### config.mk
export PLATFORM = sky130hd
export DESIGN_NAME = score_matmul
export DESIGN_NICKNAME = d
export VERILOG_FILES = /design/src/source/attn_fixed_pkg.sv /design/src/source/attn_layout_pkg.sv /design/src/source/score_matmul.sv
export SDC_FILE = /design/constraint.sdc
export NUM_CORES = 2
export LEC_CHECK = 0
export BUFFER_PORTS_ARGS = -buffer_cell sky130_fd_sc_hd__buf_2
export CORE_MARGIN = 4
export CORE_UTILIZATION = 55
export CTS_CLUSTER_DIAMETER = 50
export CTS_CLUSTER_SIZE = 28
export DETAILED_ROUTE_END_ITERATION = 12
export PLACE_DENSITY = 0.73
export RECOVER_POWER = 100
export SYNTH_ARGS = -nofsm -noshare
export SYNTH_HDL_FRONTEND = slang
export SYNTH_SLANG_ARGS = --single-unit
### constraint.sdc
create_clock -name clk -period 11.5 [get_ports clk]
set_clock_uncertainty 0.1 [all_clocks]
set_input_delay 1.15 -clock clk [delete_from_list [all_inputs] [get_ports clk]]
set_output_delay 1.15 -clock clk [all_outputs]
set_load 0.02 [all_outputs]
### src/source/attn_fixed_pkg.sv
// --------------------------------------------------
// Fixed-point formats and element types for inputs,
// Q/K projections, accumulators and scores
// --------------------------------------------------
package attn_fixed_pkg;

    // X, Wq and Wk elements
    // 8-bit signed, 4 fraction bits
    localparam int in_width = 8;
    localparam int in_frac  = 4;

    // Q and K elements after projection
    // Sum of products shifted back by in_frac, low 16 bits kept
    localparam int proj_width = 16;
    localparam int proj_frac  = 4;

    // Score elements leaving the rescale stage
    localparam int score_width = 32;

    // Q*K product carries 2*proj_frac fraction bits
    // Dropping proj_frac of them restores the 4-bit fraction
    localparam int shift_amount = proj_frac;

    // Accumulator width, with headroom over D products of two proj_width values
    localparam int acc_width = 40;

    // Signed element types
    typedef logic signed [in_width-1:0]    in_elem_t;
    typedef logic signed [proj_width-1:0]  proj_elem_t;
    typedef logic signed [score_width-1:0] score_t;

    // Raw matmul accumulator
    typedef logic signed [acc_width-1:0]   acc_t;

endpackage

### src/source/attn_layout_pkg.sv
// --------------------------------------------------
// Matrix dimensions, write address map and the
// structs carrying rows, feed beats and commands
// --------------------------------------------------
package attn_layout_pkg;

    import attn_fixed_pkg::*;

    // N tokens, D features
    localparam int num_tokens = 4;
    localparam int num_feat   = 4;
    localparam int idx_width  = $clog2(num_tokens);
    localparam int feat_width = $clog2(num_feat);

    // Address map
    // X rows first, then Wq columns, then Wk columns, rest ignored
    localparam int addr_width = 4;
    localparam int x_base     = 0;
    localparam int wq_base    = x_base + num_tokens;
    localparam int wk_base    = wq_base + num_feat;
    localparam int mem_words  = wk_base + num_feat;

    // D input elements in one 32-bit word, element 0 in the low byte
    typedef in_elem_t [num_feat-1:0] row_word_t;

    // One Q or K row
    typedef proj_elem_t [num_feat-1:0] proj_vec_t;

    // Element d of every K row
    typedef proj_elem_t [num_tokens-1:0] key_col_t;

    // One score row, accumulator wide
    typedef acc_t [num_tokens-1:0] score_vec_t;

    // Single write port
    typedef struct packed {
        logic                  en;
        logic                  we;
        logic [addr_width-1:0] addr;
        row_word_t             data;
    } wr_cmd_t;

    // Projection output, Q[i] and K[i] together
    typedef struct packed {
        logic                 valid;
        logic [idx_width-1:0] index;
        proj_vec_t            q;
        proj_vec_t            k;
    } proj_row_t;

    // One matmul beat
    typedef struct packed {
        logic                 reset_acc;
        logic                 en;
        logic                 last;
        logic [idx_width-1:0] index;
        proj_elem_t           west;
        key_col_t             north;
    } feed_t;

    // Raw accumulators out of the matmul, rescaled values out of the shift
    typedef struct packed {
        logic                 valid;
        logic [idx_width-1:0] index;
        score_vec_t           score;
    } score_row_t;

endpackage

### src/source/score_matmul.sv
// --------------------------------------------------
// Score matmul: N multiply-accumulate lanes, one
// row of Q times K transposed per D beats
// --------------------------------------------------
module score_matmul
    import attn_fixed_pkg::*, attn_layout_pkg::*;
(
    input  logic       clk,
    input  logic       rst_n,
    input  feed_t      feed,
    output score_row_t acc_row
);

    // Lane products at accumulator width
    acc_t prod [num_tokens];

    // Lane j: west element times north element j
    // Both operands signed, extended before the multiply
    always_comb begin
        for (int j = 0; j < num_tokens; j++) begin
            prod[j] = $signed(feed.west) * $signed(feed.north[j]);
        end
    end

    always_ff @(posedge clk) begin
        if (!rst_n) begin
            acc_row.valid <= 1'b0;
        end else begin
            // Row complete once its last beat is in
            acc_row.valid <= feed.en && feed.last;
        end

        // Row index captured with the last beat
        if (feed.en && feed.last) begin
            acc_row.index <= feed.index;
        end

        // First beat of a row loads, later beats add
        for (int j = 0; j < num_tokens; j++) begin
            if (feed.en) begin
                if (feed.reset_acc) begin
                    acc_row.score[j] <= prod[j];
                end else begin
                    acc_row.score[j] <= acc_row.score[j] + prod[j];
                end
            end
        end
    end

endmodule

# After elaboration in Yosys (flattened, before gate mapping)
# Cells that the tools add are included.
# word_totals
reg_bits	163
latchBits	0
ramBits	0
romBits	0
inputBits	87
output_inout_bits	163
elab_cells	19
memories	0
# classes
addsub	4
multipliers	4
div	0
n_lt_le_gt_ge	0
eq_ne	0
shifts	0
n_mux	4
bitwise	0
reduce_logical	1
# ops
operator	n
40-bit by 32-bit adder with 40-bit output	4
40-bit 2-to-1 mux	4
16-bit by 16-bit multiplier with 32-bit output	4
1-bit logical AND	1

# Logic depth before layout (Yosys ltp)
# depth
ltp_word	3
mapped_depth	36

# Worst setup path before layout
# Ideal clock, no wire load.
# synth_timing
kind	input-to-reg
startpoint	input feed[75] in the netlist's numbering
endpoint	register acc_row[119] in the netlist's numbering, data pin
setup_ns	0.298
t_arrival_ns	8.910
required_ns	11.102
path_slack_ns	2.191
stages	30
path_buffers	2
path_cell_list	clkbuf_1 > clkbuf_1 > nand2_1 > fa_1 > fa_1 > fa_1 > inv_1 > fa_1 > fa_1 > inv_1 > fa_1 > inv_1 > ha_1 > and3_2 > a21boi_0 > a41oi_1 > o21a_1 > o41ai_1 > o21ai_0 > nand3_1 > nor3b_1 > ha_1 > a21o_1 > a21oi_1 > o211ai_1 > a41o_1 > a41oi_2 > nor4_1 > o21a_1 > xor2_1
# synth_between
elab_chain_cells	3
# synth_rtl
item	line	text
from (decl)	score_matmul.sv:10	input feed_t feed,
16-bit by 16-bit multiplier with 32-bit output *	score_matmul.sv:21	prod[j] = $signed(feed.west) * $signed(feed.north[j]);
40-bit by 32-bit adder with 40-bit output	score_matmul.sv:44	acc_row.score[j] <= acc_row.score[j] + prod[j];
40-bit 2-to-1 mux *	score_matmul.sv:41	if (feed.reset_acc) begin
to (decl)	score_matmul.sv:11	output score_row_t acc_row
# Mark *: on every way between the ends. The rest lies on a longest branch, timed or not.
# A chain may end at the register's enable or synchronous reset.

# Final worst setup path
# layout_timing
startpoint	input feed[74] in the netlist's numbering
endpoint	register acc_row[38] in the netlist's numbering, data pin
# The elaborated chain is that of the path after synthesis.

==> summary.md <==
| Metric | Value |
|---|---|
| Die Height | `321 µm` |
| CTS Buffer Depth | `2` |
| Core outline area | `97000 µm²` |
| Worst slew margin | `-168%` |
| CP dominant cell by count | `fa_1` |
| Largest register FFs | `between 150 and 200` |
| Global-route wire length before repair | `228000 µm` |
| CTS H-tree depth | `4` |
| Site Rows | `114` |
| Nets | `around 7700` |
| Syn_nets | `7572` |
| CP arrival | `around 11000 ps` |
| Postcts setup bufs | `0` |
| GRT Resource Usage Total | `27.6%` |
| Post-Syn Area | `between 50000 and 60000 µm²` |
| IO buf count | `roughly 250` |
| Routed vias | `approximately 41000` |
| Residual DRC | `0` |
| Hold_buf cts | `0` |
| Setup violations, final | `0` |
| Crit end category | `flip-flop` |
| Number of global-route vias before repair | `around 44000` |
| Setup crit start kind | `input port` |
| Vias per inst | `about 5.6` |
| Clock slew at reported path FFs | `around 90 ps` |
| Largest net degree at the start of global routing | `78` |
| Largest registers | `acc_row (163)` |
| Number of buffers created by CTS | `17` |
| Status | `finished, violations left` |
| Routed Antenna Nets | `0` |
| Die area | `103000 µm²` |
| Remaining Overflow, GRT | `0` |
| Syn avg cell area | `roughly 9.1 µm²` |
| RSZ-0062 raised after global routing | `false` |
| Sequential cell area fraction in the yosys report | `a little under a tenth` |
| Synth warn | `0` |
| TritonRoute pass-1 iters | `5` |
| Gpl congestion | `between 0.8 and 0.9` |
| WL final | `roughly 140000 µm` |
| Initial antenna violation count | `11` |
| Die X | `between 300 and 400 µm` |
| Failing checks | `max-capacitance violations, max-slew violations` |
| Final period util | `between 90% and 100%` |
| # resized after CTS | `0` |
| Least-Margin Pin Slew | `a little over 4000 ps` |
| Root buffer cell | `clkbuf_16` |
| Synth Register Bits | `~160` |
| CP max FO | `24` |
| Slowest-stage cell, CP | `buf_2` |
| Most frequent cells in the layout | `inv_1, fa_1, nand2_1, and2_1, ha_1` |
| Syn Inst Count | `slightly below 6000` |
| Final min period | `about 10000 ps` |
| Worst skew pair latency | `about 540 ps` |
| Placed wire-length estimate | `110000 µm` |
| Max stage delay on crit path | `slightly below 600 ps` |
| Wire per inst | `18.6 µm` |
| Most flops, register | `acc_row` |
| Main synth FF type | `edfxtp_1` |
| Final hold vios | `0` |
| CTS tree | `done` |
| Layout area overhead | `5.01%` |
| Commonest non-fill, non-tap cell in the layout | `inv_1` |
| Final Max Slew Viols | `slightly above 300` |
| WP data required | `11690 ps` |
| Number of flops mapped to enable cells by yosys | `around 160` |
| Initial core utilization | `around 56%` |
| Share of cells above drive strength 1 | `under 10%` |
| Iteration-0 DRC Markers | `2504` |
| Setup Crit Path Kind | `input port to flip-flop` |
| Ys async rst share | `0%` |
| F_max | `slightly below 0.1 GHz` |
| I/O Pins | `250` |
| Hold Path Class | `flip-flop to flip-flop` |
| Setup TNS | `0 ps` |
| Cell variety after synth | `roughly 90` |
| CTS Sinks | `roughly 160` |
| Max-cap violation count | `5` |
cell usage after synthesis, types with 31 or more instances:
| cell | n | area share [%] |
|---|---|---|
| nand4_1 | 31 | 0.36 |
| clkbuf_1 | 206 | 1.4 |
| fa_1 | 1052 | 39 |
| xnor2_1 | 185 | 3.0 |
| nand3_1 | 41 | 0.38 |
| xor2_1 | 79 | 1.3 |
| nand2_1 | 644 | 4.5 |
| a21oi_1 | 237 | 2.2 |
| o21bai_1 | 36 | 0.50 |
| edfxtp_1 | 162 | 9.0 |
| ha_1 | 500 | 12 |
| nor3_1 | 38 | 0.35 |
| o21ai_0 | 198 | 1.8 |
| a21o_1 | 136 | 1.9 |
| nor2_1 | 218 | 1.5 |
| o21a_1 | 38 | 0.53 |
| inv_1 | 1195 | 8.3 |
| mux2_2 | 35 | 0.73 |
| and2_1 | 513 | 6.0 |
| nand2b_1 | 43 | 0.50 |
| nor2b_1 | 32 | 0.37 |
metrics by stage:
stage / utilization [%] / instances / hold WS [ps] / worst slack (ps) / cell area (µm²)
floorplan: - / 5933 / 730 / 2190 / 53900
global placement: 58.1 / 7281 / 579 / 1380 / 56400
detailed placement: 58.1 / 7281 / 595 / 1180 / 56400
CTS: 58.7 / 7313 / 614 / 1760 / 56900
global route: 58.3 / 7317 / 654 / 562 / 56600
finish: 58.4 / 7322 / 612 / 1080 / 56600
layer usage:
layer	vias to the layer above	track usage, %	part of all wire [%]
li1	18741	-	-
met1	20712	35.8	41
met2	1269	47.1	49
met3	257	5.44	7.1
met4	4	8.33	2.8
met5	-	0	0.020
kinds of logic after synthesis:
kind of cell,share of synthesized area (%)
AO/OA/AOI/OAI,10.3
XOR/XNOR,4.29
adder cells (fa/ha/maj),50.7
buffers and inverters,9.92
flip-flops,9.06
multiplexers,0.843
AND/OR/NAND/NOR,14.9
worst paths after layout:
path                            depth (start not counted)         from  slack, ps          end
worst max register to register                         13   acc_row[0]       6320  acc_row[38]
worst min-delay path                                    2  acc_row[40]        610  acc_row[40]
worst max-delay path                                   32     feed[74]       1080  acc_row[38]
worst min register to register                          2  acc_row[40]        610  acc_row[40]
critical path, delay by kind of cell:
family	cells	cell delay [ps]
multiplexers	1	280
adder cells (fa/ha/maj)	8	3690
AO/OA/AOI/OAI	13	3550
XOR/XNOR	2	360
AND/OR/NAND/NOR	2	310
buffers and inverters	6	1260
cell type report:
| type | instances | area [µm²] |
|---|---|---|
| timing repair buffer | 297 | 1460 |
| antenna | 9 | 22.5 |
| sequential | 163 | 4880 |
| clock buffer | 18 | 429 |
| tap | 1276 | 1600 |
| fill | 8627 | 40400 |
| inverter | 1195 | 4490 |
| clock inverter | 14 | 146 |
| multi-input combinational | 4350 | 43600 |
Power is left out: the tool's default activity adds up to more than one toggle a clock period on the data nets, which glitch-free logic cannot reach.
