$ cat config.mk
export PLATFORM = sky130hd
export DESIGN_NAME = score_rshift
export DESIGN_NICKNAME = d
export VERILOG_FILES = /design/src/source/attn_fixed_pkg.sv /design/src/source/attn_layout_pkg.sv /design/src/source/score_rshift.sv
export SDC_FILE = /design/constraint.sdc
export NUM_CORES = 1
export LEC_CHECK = 0
export BUFFER_PORTS_ARGS = -buffer_cell sky130_fd_sc_hd__buf_2
export CORE_AREA = 2 2 129 131
export DETAILED_ROUTE_END_ITERATION = 12
export DIE_AREA = 0 0 131 133
export MAX_ROUTING_LAYER = met4
export PLACE_DENSITY_LB_ADDON = 0.1
export SLEW_MARGIN = 20
export SYNTH_ARGS = -nofsm -noshare
export SYNTH_HDL_FRONTEND = slang
export SYNTH_SLANG_ARGS = --single-unit
$ cat constraint.sdc
create_clock -name clk -period 0.8 [get_ports clk]
set_input_delay 0.04 -clock clk [delete_from_list [all_inputs] [get_ports clk]]
set_output_delay 0.04 -clock clk [all_outputs]
set_load 0.03 [all_outputs]
$ cat src/source/attn_fixed_pkg.sv
// --------------------------------------------------
// Fixed-point formats and element types for inputs,
// Q/K projections, accumulators and scores
// --------------------------------------------------
package attn_fixed_pkg;

    // X, Wq and Wk elements
    // 8-bit signed, 4 fraction bits
    localparam int in_width = 8;
    localparam int in_frac  = 4;

    // Q and K elements after projection
    // Sum of products shifted back by in_frac, low 16 bits kept
    localparam int proj_width = 16;
    localparam int proj_frac  = 4;

    // Score elements leaving the rescale stage
    localparam int score_width = 32;

    // Q*K product carries 2*proj_frac fraction bits
    // Dropping proj_frac of them restores the 4-bit fraction
    localparam int shift_amount = proj_frac;

    // Accumulator width, with headroom over D products of two proj_width values
    localparam int acc_width = 40;

    // Signed element types
    typedef logic signed [in_width-1:0]    in_elem_t;
    typedef logic signed [proj_width-1:0]  proj_elem_t;
    typedef logic signed [score_width-1:0] score_t;

    // Raw matmul accumulator
    typedef logic signed [acc_width-1:0]   acc_t;

endpackage

$ cat src/source/attn_layout_pkg.sv
// --------------------------------------------------
// Matrix dimensions, write address map and the
// structs carrying rows, feed beats and commands
// --------------------------------------------------
package attn_layout_pkg;

    import attn_fixed_pkg::*;

    // N tokens, D features
    localparam int num_tokens = 4;
    localparam int num_feat   = 4;
    localparam int idx_width  = $clog2(num_tokens);
    localparam int feat_width = $clog2(num_feat);

    // Address map
    // X rows first, then Wq columns, then Wk columns, rest ignored
    localparam int addr_width = 4;
    localparam int x_base     = 0;
    localparam int wq_base    = x_base + num_tokens;
    localparam int wk_base    = wq_base + num_feat;
    localparam int mem_words  = wk_base + num_feat;

    // D input elements in one 32-bit word, element 0 in the low byte
    typedef in_elem_t [num_feat-1:0] row_word_t;

    // One Q or K row
    typedef proj_elem_t [num_feat-1:0] proj_vec_t;

    // Element d of every K row
    typedef proj_elem_t [num_tokens-1:0] key_col_t;

    // One score row, accumulator wide
    typedef acc_t [num_tokens-1:0] score_vec_t;

    // Single write port
    typedef struct packed {
        logic                  en;
        logic                  we;
        logic [addr_width-1:0] addr;
        row_word_t             data;
    } wr_cmd_t;

    // Projection output, Q[i] and K[i] together
    typedef struct packed {
        logic                 valid;
        logic [idx_width-1:0] index;
        proj_vec_t            q;
        proj_vec_t            k;
    } proj_row_t;

    // One matmul beat
    typedef struct packed {
        logic                 reset_acc;
        logic                 en;
        logic                 last;
        logic [idx_width-1:0] index;
        proj_elem_t           west;
        key_col_t             north;
    } feed_t;

    // Raw accumulators out of the matmul, rescaled values out of the shift
    typedef struct packed {
        logic                 valid;
        logic [idx_width-1:0] index;
        score_vec_t           score;
    } score_row_t;

endpackage

$ cat src/source/score_rshift.sv
// --------------------------------------------------
// Registered arithmetic right shift of a score row
// --------------------------------------------------
module score_rshift
    import attn_fixed_pkg::*, attn_layout_pkg::*;
(
    input  logic       clk,
    input  logic       rst_n,
    input  score_row_t acc_row,
    output score_row_t out_scores
);

    score_t shifted [num_tokens];

    // Drop shift_amount fraction bits, keep score_width bits
    always_comb begin
        for (int j = 0; j < num_tokens; j++) begin
            shifted[j] = score_t'($signed(acc_row.score[j]) >>> shift_amount);
        end
    end

    always_ff @(posedge clk) begin
        if (!rst_n) begin
            out_scores.valid <= 1'b0;
        end else begin
            out_scores.valid <= acc_row.valid;
        end
        out_scores.index <= acc_row.index;
        // Sign-extended back into the accumulator-wide field
        for (int j = 0; j < num_tokens; j++) begin
            out_scores.score[j] <= shifted[j];
        end
    end

endmodule

Word level (Yosys, flattened, before mapping)
Index checks and enable logic that the tools add are counted. W data, S select, Z words.

Flip-flop bits (word level): 131. Input port bits: 165. Word-level logic and storage cells: 6.

Logic depth before layout (Yosys ltp)
Gate-level depths: netlist (run 1).

Depth after elaboration: 0. Gate-level depth with buffers: 1. Gate-level depth less buffers: 1.

Least setup slack after synthesis (run 1)
No wires, ideal clock.

Path type: reg-to-output. From: register out_scores[111] (netlist name). To: output port out_scores[112] (netlist bit). Arrival: 0.837 ns. Data required time: 0.760 ns. Setup slack: -0.077 ns. Cell stages (with the launch flop): 2. Cells stage by stage: dfxtp_1 > buf_4.

RTL lines: end: declaration (line score_rshift.sv:10) `output score_row_t out_scores`.

No word-level cell between the ends.

Worst setup path after layout (run 1)
From: register out_scores[71] (netlist name). To: output port out_scores[76] (netlist bit).

No word-level cell between the ends.

==> results.yml, run 1 <==
setup_path:
  cp-end-kind: "primary output"
  cp.required_ns: 0.76
  crit_arrival_ns: 0.97
  cpMaxStageDelayCell: "dfxtp_4"
  worstPathCellList: "buf_4"
  max_stage_delay_ns: 0.39
  critPathKind: "flip-flop to primary output"
  crit_fanout: 9
  path_buf_inv: 1
  start_kind: "flip-flop"
  critPathTopFamily: "flip-flops"
global_route:
  use_met1_pct: 9.61
  grt-ovfl-total: 0
  grt_max_degree: 17
  top_usage_layer: "met2"
  antenna_found_initial: 0
  met3_usage_pct: 5.01
  grt_pass1_wl_um: 14200
  use_met2_pct: 21.1
  grt_usage_pct: 11.5
  grt_pass1_vias: 3009
outcome:
  status: "finished, violations left"
  violations: "negative setup slack"
die:
  die_area_sq_mm: 0.0174
  fp.coreArea_sq_mm: 0.0162
  num_rows: 47
  die_h_um: 133
  start_util_pct: 17.7
  ios: 328
  die_w_um: 131
placed_design:
  hpwl_um: 6020
  port_buffers: 295
  dp_slack_ns: 0.179
  placedCellCount: 647
  gp_congestion: 0.694
worst_hold_path:
  hold_class: "input port to flip-flop"
power_and_ir_drop:
  switching_share_pct: 24.7
  p_sw_mw: 4.14
  comb_power_share_pct: 15.6
  leakage_nw: 3.39
  clkPwrFrac_pct: 41.9
  vdd_drop_max_v: 0.00128
  power.density_mw_per_mm2: 2290
  p_int_mw: 12.6
  p_seq_share_pct: 42.5
finish:
  utilization_pct: 45.2
  regArea_sq_mm: 0.00280
  fillCellCount: 1440
  final_cell_mix: "132 x dlygate4sd3_1, 132 x buf_2, 131 x buf_6"
  largest_reg_flops: 131
  syn_to_final_growth_pct: 155
  diodes: 0
  finalNonFillerCells: 810
  biggestRegsByFlops: "out_scores (131)"
  top_register: "out_scores"
  drive_gt1_share_pct: 76.9
  multi_input_area_sq_um: 6.26
  finalNetCount: 743
clock_tree:
  htreeDepth: 4
  cts_tree: "done"
  clk_pin_slew_ns: 0.06
  clockBufferDepth: 2
  clock-sinks: 131
  clockRootBuffer: "clkbuf_16"
  post_cts_buffers: 0
  cts_buffers: 17
sta:
  hold_violations: 0
  fin_tns_setup_ns: -18.10
  tightest_slew_ns: 0.178
  slew_headroom_pct: 88.1
  worst_slack_ns: -0.211
  slew_violations: 0
  min_period_ns: 1.01
  setup_viol_count_final: 163
  rsz0062_at_grt: "true"
  clock.fmax_ghz: 0.989
  period_share_pct: 126
yosys:
  syn_area_sq_mm: 0.00287
  ys_top_cells_by_area: "dfxtp_1 91%, buf_4 8.4%, and2_1 0.22%"
  yosysTopAreaCell: "dfxtp_1"
  syn_nets: 329
  yosys.area.top_type_share_pct: 91.4
  yosysWarnings: 0
  ys_types: 3
  syn-instance-count: 164
  ys_ff_latch: 131
  avgSynthCellArea_sq_um: 17.5
  synth_seq_area_share_pct: 91.4
flow_run:
  drv_cap: 0
drt:
  drt_iter0_markers: 38
  drc: 0
  ant_nets: 0
  post_drt_via_cell_ratio: 3.35
  first_pass_iters: 4
  routed_wl_um: 9820
  num_vias: 2714
  wire_per_inst_um: 12.1
-- cells by family (layout without fill, tap and decap cells) --
kind of cell,after synthesis,count (layout),share of synthesized area (%)
AND/OR/NAND/NOR,1,1,0.218
buffers and inverters,32,458,8.37
flip-flops,131,131,91.4
-- synthesized netlist by cell type, drive strengths merged --
master  instances
and2            1
buf            32
dfxtp         131
-- repair_timing --
item	CTS	global route
endpoints found under the hold margin	131	0
setup endpoints to repair	163	163
hold buffers	132	0
gates resized for setup	423	2
-- cell type report --
cell class,count,share of cell area (%)
Clock inverter,10,1.18
Multi-Input combinational cell,1,0.0856
Tap cell,220,3.76
Sequential cell,131,38.2
Timing Repair Buffer,427,50.6
Clock buffer,21,6.16
-- power groups by stage --
stage	Sequential, mW	Combinational (mW)	Clock [mW]
after detailed placement	7.11	1.65	0
after global routing	7.16	2.75	7.64
final	7.13	2.62	7.02
after global placement	7.11	1.66	0
after floorplan	7.85	0.296	0
after CTS	7.12	2.61	7.35
-- per-layer routing --
metal  part of all wire [%]  vias up
met1                     33     1211
met5                      0        -
li1                       -     1305
met2                     54      181
met4                    1.9        0
met3                     10       17
-- worst paths after layout --
path | from | to | slack [ns] | depth (start not counted)
worst min-delay path | acc_row[152] | out_scores[148] | 0.26 | 2
worst max-delay path | out_scores[71] | out_scores[76] | -0.21 | 1
-- through the flow --
step / hold WS (ns) / total power, mW / cell area, sq um
after detailed placement: 0.144 / 8.77 / 4390
after CTS: 0.234 / 17.1 / 7300
after global routing: 0.240 / 17.5 / 7310
after global placement: 0.142 / 8.77 / 4390
final: 0.262 / 16.8 / 7310
after floorplan: 0.0677 / 8.15 / 2870
Note: power is estimated with default switching activity, not from simulation.
==> inputs of run 2 (changes only) <==
--- a/config.mk
+++ b/config.mk
@@ -5,10 +5,10 @@
 export SDC_FILE = /design/constraint.sdc
 export NUM_CORES = 1
 export LEC_CHECK = 0
-export BUFFER_PORTS_ARGS = -buffer_cell sky130_fd_sc_hd__buf_2
 export CORE_AREA = 2 2 129 131
 export DETAILED_ROUTE_END_ITERATION = 12
 export DIE_AREA = 0 0 131 133
+export DONT_BUFFER_PORTS = 1
 export MAX_ROUTING_LAYER = met4
 export PLACE_DENSITY_LB_ADDON = 0.1
 export SLEW_MARGIN = 20
==> run 2 against run 1 <==
  * The run now fails in clock tree synthesis (4_1_cts)
  * Area after synthesis unchanged
  * Synthesized cell count unchanged
==> results.yml, run 2 <==
yosys:
  synth_async_sr_flop_share_pct: 0
  avgSynthCellArea_sq_um: 17.5
  yosys.area.top_type_share_pct: 91.4
  syn_nets: 329
  synthSimpleGateAreaFrac_pct: 0.218
  syn_area_sq_mm: 0.00287
  yosysWarnings: 0
  synth_edf_count: 0
  synth_flop_cell: "dfxtp_1"
  synth_compound_area_share_pct: 0
  syn-instance-count: 164
  yosysTopAreaCell: "dfxtp_1"
  synthAdderAreaFrac_pct: 0
  synth.most_common_cell: "dfxtp_1"
  synth_top_family_by_area: "buffers and inverters"
  synth_seq_area_share_pct: 91.4
  ys_types: 3
  synthXorXnorAreaFrac_pct: 0
  ys_ff_latch: 131
  synthMuxAreaShare_pct: 0
  ys_top_cells_by_area: "dfxtp_1 91%, buf_4 8.4%, and2_1 0.22%"
  yosys-top-cells-count: "131 x dfxtp_1, 32 x buf_4, 1 x and2_1"
placed_design:
  port_buffers: 0
  gp_congestion: 0.620
clock_tree:
  ctsHoldBuffers: 101
  cts_resized: 254
  clockRootBuffer: "clkbuf_16"
  clock-sinks: 131
  htreeDepth: 4
  cts_buffers: 17
  post_cts_buffers: 0
  clockBufferDepth: 2
die:
  ios: 328
  num_rows: 47
  die_h_um: 133
  start_util_pct: 17.7
  die_w_um: 131
outcome:
  tool.error: "[ERROR RSZ-0060] Max buffer count reached."
  status: "stopped before the end"
  lastStage: "clock tree synthesis (4_1_cts)"
[run 2: cells by family after synthesis]
family,count (synthesis)
and+or+nand+nor,1
buffers and inverters,32
DFF,131
[run 2: through the flow]
| step | worst slack (ns) | hold WS [ns] | instance area, sq um | instances |
|---|---|---|---|---|
| floorplan | 0.0918 | 0.0677 | 2870 | 164 |
| global placement | 0.128 | 0.0678 | 2990 | 356 |
| detailed placement | 0.134 | 0.0677 | 2990 | 356 |
==> inputs of run 3 (changes only) <==
--- a/config.mk
+++ b/config.mk
@@ -5,12 +5,11 @@
 export SDC_FILE = /design/constraint.sdc
 export NUM_CORES = 1
 export LEC_CHECK = 0
-export CORE_AREA = 2 2 129 131
+export CORE_AREA = 2 2 127 129
 export DETAILED_ROUTE_END_ITERATION = 12
-export DIE_AREA = 0 0 131 133
+export DIE_AREA = 0 0 129 131
 export DONT_BUFFER_PORTS = 1
-export MAX_ROUTING_LAYER = met4
-export PLACE_DENSITY_LB_ADDON = 0.1
+export PLACE_DENSITY_LB_ADDON = 0.15
 export SLEW_MARGIN = 20
 export SYNTH_ARGS = -nofsm -noshare
 export SYNTH_HDL_FRONTEND = slang
==> run 3 against run 2 <==
  * The flow again stops in clock tree synthesis (4_1_cts)
  * Synthesized cell count is the same
  * Area after synthesis is the same
==> results.yml, run 3 <==
clock_tree:
  htreeDepth: 4
  clockBufferDepth: 2
  clock-sinks: 131
  clockRootBuffer: "clkbuf_16"
  cts_resized: 255
  post_cts_buffers: 0
  cts_buffers: 17
  ctsHoldBuffers: 101
yosys:
  yosys.area.top_type_share_pct: 91.4
  synth_async_sr_flop_share_pct: 0
  ys_types: 3
  yosysWarnings: 0
  yosysTopAreaCell: "dfxtp_1"
  avgSynthCellArea_sq_um: 17.5
  syn-instance-count: 164
  synth_edf_count: 0
  syn_area_sq_mm: 0.00287
  ys_top_cells_by_area: "dfxtp_1 91%, buf_4 8.4%, and2_1 0.22%"
  synth_flop_cell: "dfxtp_1"
  yosys-top-cells-count: "131 x dfxtp_1, 32 x buf_4, 1 x and2_1"
  synth_seq_area_share_pct: 91.4
  ys_ff_latch: 131
  syn_nets: 329
  synth.most_common_cell: "dfxtp_1"
placed_design:
  placed_cell_area_sq_mm: 0.00299
  gp_congestion: 0.645
  port_buffers: 0
outcome:
  lastStage: "clock tree synthesis (4_1_cts)"
  tool.error: "[ERROR RSZ-0060] Max buffer count reached."
  status: "stopped before the end"
die:
  ios: 328
  die_h_um: 131
  die_w_um: 129
  start_util_pct: 18.4
  num_rows: 46
==> run 3: cell counts after synthesis <==
No cell type changed its count.
==> run 3: cell families after synthesis <==
kind of cell	count (synthesis)	synth area share, %
buffers and inverters	32	8.37
AND/OR/NAND/NOR	1	0.218
flip-flops	131	91.4
==> run 3: per-stage QoR <==
stage               instances  hold WS, ns  setup WS [ns]  utilization, %
floorplan                 164       0.0677         0.0918               -
detailed placement        353       0.0678          0.133            19.2
global placement          353       0.0678          0.133            19.2
