<file path="config.mk">
export PLATFORM = sky130hd
export DESIGN_NAME = bridge_buffer
export DESIGN_NICKNAME = d
export VERILOG_FILES = /design/src/source/attn_fixed_pkg.sv /design/src/source/attn_layout_pkg.sv /design/src/source/bridge_buffer.sv
export SDC_FILE = /design/constraint.sdc
export NUM_CORES = 1
export LEC_CHECK = 0
export BUFFER_PORTS_ARGS = -buffer_cell sky130_fd_sc_hd__buf_2
export CAP_MARGIN = 5
export CORE_MARGIN = 2
export CORE_UTILIZATION = 62
export DETAILED_ROUTE_END_ITERATION = 12
export GPL_ROUTABILITY_DRIVEN = 0
export MAX_ROUTING_LAYER = met4
export PLACE_DENSITY_LB_ADDON = 0.08
export SYNTH_ARGS = -nofsm -noshare
export SYNTH_HDL_FRONTEND = slang
export SYNTH_SLANG_ARGS = --single-unit
</file>
<file path="constraint.sdc">
create_clock -name clk -period 52.6 [get_ports clk]
set_input_delay 2.63 -clock clk [delete_from_list [all_inputs] [get_ports clk]]
set_output_delay 2.63 -clock clk [all_outputs]
set_load 0.05 [all_outputs]
</file>
<file path="src/source/attn_fixed_pkg.sv">
// --------------------------------------------------
// Fixed-point formats and element types for inputs,
// Q/K projections, accumulators and scores
// --------------------------------------------------
package attn_fixed_pkg;

    // X, Wq and Wk elements
    // 8-bit signed, 4 fraction bits
    localparam int in_width = 8;
    localparam int in_frac  = 4;

    // Q and K elements after projection
    // Sum of products shifted back by in_frac, low 16 bits kept
    localparam int proj_width = 16;
    localparam int proj_frac  = 4;

    // Score elements leaving the rescale stage
    localparam int score_width = 32;

    // Q*K product carries 2*proj_frac fraction bits
    // Dropping proj_frac of them restores the 4-bit fraction
    localparam int shift_amount = proj_frac;

    // Accumulator width, with headroom over D products of two proj_width values
    localparam int acc_width = 40;

    // Signed element types
    typedef logic signed [in_width-1:0]    in_elem_t;
    typedef logic signed [proj_width-1:0]  proj_elem_t;
    typedef logic signed [score_width-1:0] score_t;

    // Raw matmul accumulator
    typedef logic signed [acc_width-1:0]   acc_t;

endpackage

</file>
<file path="src/source/attn_layout_pkg.sv">
// --------------------------------------------------
// Matrix dimensions, write address map and the
// structs carrying rows, feed beats and commands
// --------------------------------------------------
package attn_layout_pkg;

    import attn_fixed_pkg::*;

    // N tokens, D features
    localparam int num_tokens = 4;
    localparam int num_feat   = 4;
    localparam int idx_width  = $clog2(num_tokens);
    localparam int feat_width = $clog2(num_feat);

    // Address map
    // X rows first, then Wq columns, then Wk columns, rest ignored
    localparam int addr_width = 4;
    localparam int x_base     = 0;
    localparam int wq_base    = x_base + num_tokens;
    localparam int wk_base    = wq_base + num_feat;
    localparam int mem_words  = wk_base + num_feat;

    // D input elements in one 32-bit word, element 0 in the low byte
    typedef in_elem_t [num_feat-1:0] row_word_t;

    // One Q or K row
    typedef proj_elem_t [num_feat-1:0] proj_vec_t;

    // Element d of every K row
    typedef proj_elem_t [num_tokens-1:0] key_col_t;

    // One score row, accumulator wide
    typedef acc_t [num_tokens-1:0] score_vec_t;

    // Single write port
    typedef struct packed {
        logic                  en;
        logic                  we;
        logic [addr_width-1:0] addr;
        row_word_t             data;
    } wr_cmd_t;

    // Projection output, Q[i] and K[i] together
    typedef struct packed {
        logic                 valid;
        logic [idx_width-1:0] index;
        proj_vec_t            q;
        proj_vec_t            k;
    } proj_row_t;

    // One matmul beat
    typedef struct packed {
        logic                 reset_acc;
        logic                 en;
        logic                 last;
        logic [idx_width-1:0] index;
        proj_elem_t           west;
        key_col_t             north;
    } feed_t;

    // Raw accumulators out of the matmul, rescaled values out of the shift
    typedef struct packed {
        logic                 valid;
        logic [idx_width-1:0] index;
        score_vec_t           score;
    } score_row_t;

endpackage

</file>
<file path="src/source/bridge_buffer.sv">
// --------------------------------------------------
// Bridge buffer: west bank of Q rows, north bank of
// K rows, and the beat sequencer for the matmul
// --------------------------------------------------
module bridge_buffer
    import attn_layout_pkg::*;
#(
    parameter int feed_gap = 0
) (
    input  logic      clk,
    input  logic      rst_n,
    input  proj_row_t proj,
    output feed_t     feed,
    output logic      busy
);

    // Gap counter holds feed_gap-1 down to 0
    localparam int gap_width = (feed_gap > 1) ? $clog2(feed_gap) : 1;

    localparam logic [idx_width-1:0]  last_row  = idx_width'(num_tokens - 1);
    localparam logic [feat_width-1:0] last_feat = feat_width'(num_feat - 1);

    typedef enum logic [1:0] {
        st_idle,
        st_collect,
        st_feed,
        st_gap
    } state_t;

    state_t                state;
    logic [1:0]            busy_q;
    logic [idx_width-1:0]  row_cnt;
    logic [feat_width-1:0] feat_cnt;
    logic [gap_width-1:0]  gap_cnt;
    logic                  row_accept;
    logic                  beat;

    // Banks indexed by row index
    proj_vec_t west_bank  [num_tokens];
    proj_vec_t north_bank [num_tokens];

    // New collection opens on row 0 only
    // Rows of a start issued while busy are dropped
    // Row 0 trails its start edge by one cycle, so busy is taken two cycles back
    assign row_accept = proj.valid &&
        ((state == st_collect) ||
         ((state == st_idle) && (proj.index == '0) && !busy_q[1]));

    assign busy = (state != st_idle);
    assign beat = (state == st_feed);

    // Q row to the west bank, K row to the north bank
    always_ff @(posedge clk) begin
        if (row_accept) begin
            west_bank[proj.index]  <= proj.q;
            north_bank[proj.index] <= proj.k;
        end
    end

    always_ff @(posedge clk) begin
        if (!rst_n) begin
            state    <= st_idle;
            busy_q   <= '0;
            row_cnt  <= '0;
            feat_cnt <= '0;
            gap_cnt  <= '0;
        end else begin
            busy_q <= {busy_q[0], busy};
            case (state)
                st_idle, st_collect: begin
                    // Feeding starts right after row N-1 is stored
                    if (row_accept) begin
                        state <= (proj.index == last_row) ? st_feed : st_collect;
                    end
                    row_cnt  <= '0;
                    feat_cnt <= '0;
                end
                st_feed: begin
                    feat_cnt <= feat_cnt + 1'b1;
                    if (feat_cnt == last_feat) begin
                        // Score row finished
                        feat_cnt <= '0;
                        row_cnt  <= row_cnt + 1'b1;
                        if (row_cnt == last_row) begin
                            state <= st_idle;
                        end else if (feed_gap > 0) begin
                            state   <= st_gap;
                            gap_cnt <= gap_width'(feed_gap - 1);
                        end
                    end
                end
                st_gap: begin
                    // Idle cycles between score rows
                    gap_cnt <= gap_cnt - 1'b1;
                    if (gap_cnt == '0) begin
                        state <= st_feed;
                    end
                end
                default: state <= st_idle;
            endcase
        end
    end

    // Beat d of row r: Q[r][d] west, K[j][d] north for every j
    always_comb begin
        feed.en        = beat;
        feed.reset_acc = beat && (feat_cnt == '0);
        feed.last      = beat && (feat_cnt == last_feat);
        feed.index     = row_cnt;
        feed.west      = west_bank[row_cnt][feat_cnt];
        for (int j = 0; j < num_tokens; j++) begin
            feed.north[j] = north_bank[j][feat_cnt];
        end
    end

endmodule

</file>
* Word level (Yosys, flattened, before mapping)
Memory sizes are Yosys's and may differ from the RTL's. A register that Yosys moved wholly into a read port is not among the register bits.
Cells that the tools add are included.
** Cells by class
- Shift operators :: 0
- Muxes and demuxes :: 24
- Reduce and logical (&&, ||, !) cells :: 15
- $mul :: 0
- Bitwise logic cells :: 0
- Divide/modulo/power cells :: 0
- Add/sub/neg operators :: 3
- $lt $le $gt $ge :: 1
- Eq/ne operators :: 10
** Operators with widths (number)
- $bmux 16 s2 :: 5
- $mux 16 :: 5
- $mux 2 :: 9
- $eq 2x2->1 const B :: 5
- $pmux 2 s2 :: 2
- $logic_not 2->1 :: 3
- $pmux 2 s3 :: 1
- $logic_and 1x1->1 :: 5
- $add 2x1->2 const B :: 2
- $ne 2x1->1 const B :: 2
- $ne 2x2->1 const B :: 2
- $reduce_and 4->1 :: 1
- $reduce_bool 2->1 :: 2
- $lt 2x3->1 const B :: 1
- $eq 2x1->1 const B :: 1
- $mux 1 :: 2
- $reduce_and 2->1 :: 1
- $reduce_or 2->1 :: 1
- $logic_not 1->1 :: 1
- $logic_or 1x1->1 :: 1
- $sub 1x1->1 const B :: 1
** Storage, ports and cells
- Memory bits (read-only) :: 0
- Latch bits :: 0
- Memory bits (writable) :: 512
- Flip-flop bits (word level) :: 9
- Word-level logic and storage cells :: 60
- Input bits :: 133
- Memories kept :: 2
** Memory list
- north_bank :: words 4, width 64, rd ports 4, clocked after Yosys merged registers in 0, write ports 1, RTL line bridge_buffer.sv:40 : proj_vec_t north_bank [num_tokens];
- west_bank :: words 4, width 64, rd ports 1, clocked after Yosys merged registers in 1, write ports 1, RTL line bridge_buffer.sv:39 : proj_vec_t west_bank [num_tokens];

* Longest topological paths before layout
- Depth after elaboration :: 7
- Mapped depth :: 7
- Gate-level depth less buffers :: 4

* Worst setup path after synthesis
No wires, ideal clock.
- Kind :: input to register
- Start :: input port proj[130] in the netlist's numbering
- End :: memory north_bank[0][0] in the netlist's numbering (enable)
- Setup time :: 1.293 ns
- Stages on the path :: 2
- Buffers on the path :: 0
- Path slack :: 28.839 ns
- Arrival time :: 22.469 ns
- Cell sequence :: nand2b_1 -> a2111oi_0
** Between the ends
- Longest elaborated chain between the ends :: 3
** RTL lines
- from (decl) :: RTL line bridge_buffer.sv:12 : input proj_row_t proj,
- $logic_and 1x1->1 :: RTL line bridge_buffer.sv:45 : assign row_accept = proj.valid &&
- $mux 1 :: RTL line bridge_buffer.sv:54 : if (row_accept) begin
- $mux 1 (not written as such) :: RTL line bridge_buffer.sv:56 : north_bank[proj.index] <= proj.k;
- to (decl) :: RTL line bridge_buffer.sv:40
Every way passes these cells.

==> flow_summary.json <==
{
  "status": "complete, no violations",
  "synth_nets": 921,
  "root_buffer": "clkbuf_16",
  "syn_avg_cell_area_sq_um": 24.63,
  "hold_class": "flop to flop",
  "slew_viol_final": 0,
  "r2r_slack_ns": 49.45,
  "drt_pass1_iterations": 5,
  "r2r_start": "state[0]$_SDFFE_PN0P_",
  "synth-seq-cells": 523,
  "min_period_ns": 5.698,
  "timing.final.crit_share": 0.1083,
  "ant_nets": 0,
  "ys.warnings.count": 0,
  "num_rows": 64,
  "crit_required_ns": 49.97,
  "critPathCaptureType": "primary output",
  "fillers": 1795,
  "cts_buffers": 50,
  "synth_area_leader_cell": "edfxtp_1",
  "hold_buffers": 0,
  "drt-wirelength-per-cell_microns": 24.27,
  "ys_seq_area_frac": 0.8067,
  "worstMarginPinSlew_ns": 0.9955,
  "track_usage": 0.2350,
  "grt_max_degree": 71,
  "chipWidth_microns": 180.6,
  "fmax_mhz": 175.5,
  "drt-total-wl_microns": 35880,
  "synthCells": 785,
  "synth_area_sq_um": 19330,
  "postCtsSetupBuffers": 0,
  "drt_iter0_drc": 645,
  "vias_per_cell": 5.970,
  "dr_total_vias": 8823,
  "p_per_area_nw_per_um2": 37.13,
  "initial_core_util": 0.6303,
  "synth_cell_types": 30,
  "final_nets": 1169,
  "ctsLongestPathBuffers": 3,
  "drc": 0,
  "yosysTopAreaCellShare": 0.7953,
  "seqCellArea_sq_um": 15610,
  "setup_viol_count_final": 0,
  "clock-sinks": 523,
  "dpl.hpwl_microns": 21660,
  "h-tree-depth": 2,
  "max_cap_viol_count": 0,
  "synthTopCellsByArea": "edfxtp_1 (80%), mux4_2 (14%), mux4_1 (1.6%)",
  "endpoint": "feed[65]",
  "ff2ff_path_depth": 4,
  "reg2reg_to": "west_bank[0][13]$_DFFE_PP_",
  "grt_pass1_vias": 9525,
  "ir_worst_vdd_mv": 0.02767,
  "clk_latency_ns": 0.55,
  "finalHoldViolations": 0,
  "multi_input_area_sq_um": 3526,
  "io_buffers": 218,
  "die-area_sq_um": 32610,
  "critPathMaxFanout": 52,
  "relSlewSlack": 0.3364,
  "cts_resized": 0,
  "crit_arrival_ns": 3.07,
  "hold-worst-slack_ns": 0.4427,
  "critical_path_class": "flop to primary output",
  "rsz0062_at_grt": "false",
  "syn2layout_area_growth_pct": 16.37,
  "io-pin-count": 219,
  "die_h_microns": 180.6,
  "drive_gt1_frac": 0.3985,
  "setup_tns_ns": 0,
  "cts.reportedPaths.clkPinSlew_ns": 0.06,
  "fin_skew_ns": 0.01217,
  "core_area_sq_um": 30670,
  "grt_first_pass_wirelength_microns": 55690,
  "tritoncts": "yes",
  "leakagePower_nw": 7.366,
  "start_kind": "flop",
  "min_path_cells": 1,
  "overflow": 0,
  "antenna_found_initial": 13
}
==> stage by stage <==
stage / instances / worst slack, ns / power [mW] / util / area (sq um)
finish: 1478 / 46.90 / 0.8352 / 0.7335 / 22500
global route: 1478 / 46.62 / 0.8610 / 0.7335 / 22500
CTS: 1465 / 46.76 / 0.8432 / 0.7325 / 22460
detailed placement: 1377 / 47.33 / 0.4982 / 0.6804 / 20870
global placement: 1377 / 47.36 / 0.4973 / 0.6804 / 20870
floorplan: 785 / 28.84 / 0.4882 / - / 19330
==> cell usage after synthesis <==
| master | instances |
|---|---|
| a2111oi_0 | 1 |
| edfxtp_1 | 512 |
| ha_1 | 3 |
| xnor2_1 | 1 |
| a221oi_1 | 1 |
| xor2_1 | 1 |
| a21oi_1 | 1 |
| buf_6 | 4 |
| buf_2 | 16 |
| nand2b_1 | 1 |
| nand3b_1 | 2 |
| nand2_1 | 20 |
| nor4b_1 | 1 |
| and2_1 | 5 |
| buf_4 | 6 |
| buf_1 | 4 |
| o21ai_0 | 1 |
| clkbuf_1 | 10 |
| a2bb2oi_1 | 1 |
| nor2b_1 | 4 |
| or2_2 | 1 |
| mux2i_1 | 2 |
| dfxtp_1 | 11 |
| inv_1 | 4 |
| o21bai_1 | 1 |
| mux4_1 | 12 |
| mux4_2 | 116 |
| a22oi_1 | 32 |
| nor2_1 | 8 |
| nor3_1 | 3 |
==> area by class of cell <==
cell class,instances,area share
Antenna cell,13,0.001446
Multi-Input combinational cell,218,0.1567
Timing Repair Buffer,236,0.05451
Clock inverter,22,0.009844
Sequential cell,523,0.6937
Clock buffer,66,0.06112
Tap cell,396,0.02202
Inverter,4,0.0006674
==> cells by family after synthesis <==
group	Yosys count	share of synthesized area
xor+xnor	2	0.0009063
flops	523	0.8067
fa+ha+maj	3	0.001942
buf+inv	44	0.01230
compound gates	38	0.01469
mux	130	0.1525
simple gates	45	0.01100
==> power breakdown <==
part | total, mW | switching (mW) | leakage [nW] | internal [mW]
Clock | 0.346 | 0.139 | 0.780 | 0.207
Combinational | 0.0236 | 0.0158 | 1.86 | 0.00778
Sequential | 0.466 | 0.00155 | 4.73 | 0.464
==> placed cells by master, fill, tap and decap left out, types with 2 or more instances in the layout <==
master | Yosys | layout
clkinv_1 | 0 | 11
mux4_1 | 12 | 12
nor2_1 | 8 | 7
inv_1 | 4 | 4
mux4_2 | 116 | 116
clkbuf_16 | 0 | 53
diode_2 | 0 | 13
nor3_2 | 0 | 2
bufinv_16 | 0 | 5
nand2_1 | 20 | 20
clkbuf_1 | 10 | 13
dfxtp_1 | 11 | 7
edfxtp_1 | 512 | 512
buf_2 | 16 | 218
dfxtp_4 | 0 | 2
clkinv_2 | 0 | 6
nor2b_1 | 4 | 3
buf_4 | 6 | 18
nand3b_1 | 2 | 2
mux2i_1 | 2 | 2
and2_1 | 5 | 5
a22oi_1 | 32 | 32
dfxtp_2 | 0 | 2
ha_1 | 3 | 3
==> worst min path at each step <==
stage / from / end / slack [ns]
global placement: busy_q[0]$_SDFF_PN0_ / busy_q[1]$_SDFF_PN0_ / 0.42
global route: busy_q[0]$_SDFF_PN0_ / busy_q[1]$_SDFF_PN0_ / 0.45
floorplan: busy_q[0]$_SDFF_PN0_ / busy_q[1]$_SDFF_PN0_ / 0.41
finish: busy_q[0]$_SDFF_PN0_ / busy_q[1]$_SDFF_PN0_ / 0.44
CTS: busy_q[0]$_SDFF_PN0_ / busy_q[1]$_SDFF_PN0_ / 0.44
detailed placement: busy_q[0]$_SDFF_PN0_ / busy_q[1]$_SDFF_PN0_ / 0.43
==> flip-flops by register name (all words and copies together), names as in the netlist, named ones only <==
register and flops:
gap_cnt 1, state 2, west_bank 256, busy_q 2, north_bank 256, feat_cnt 2
row_cnt 2
==> critical path, stage by stage, from the launching register on <==
cell and delay (ns):
dfxtp_4 0.49, buf_4 0.81, mux4_2 0.60, a22oi_1 0.20
nand2_1 0.15, buf_2 0.24
==> per-layer routing <==
layer	part of all wire	vias to the layer above	global-route usage
li1	-	3891	-
met1	0.40	4581	0.3066
met2	0.50	282	0.3684
met3	0.078	69	0.06811
met4	0.026	0	0.06742
met5	0	-	-
No activity file was read; power rests on OpenSTA's default activity.
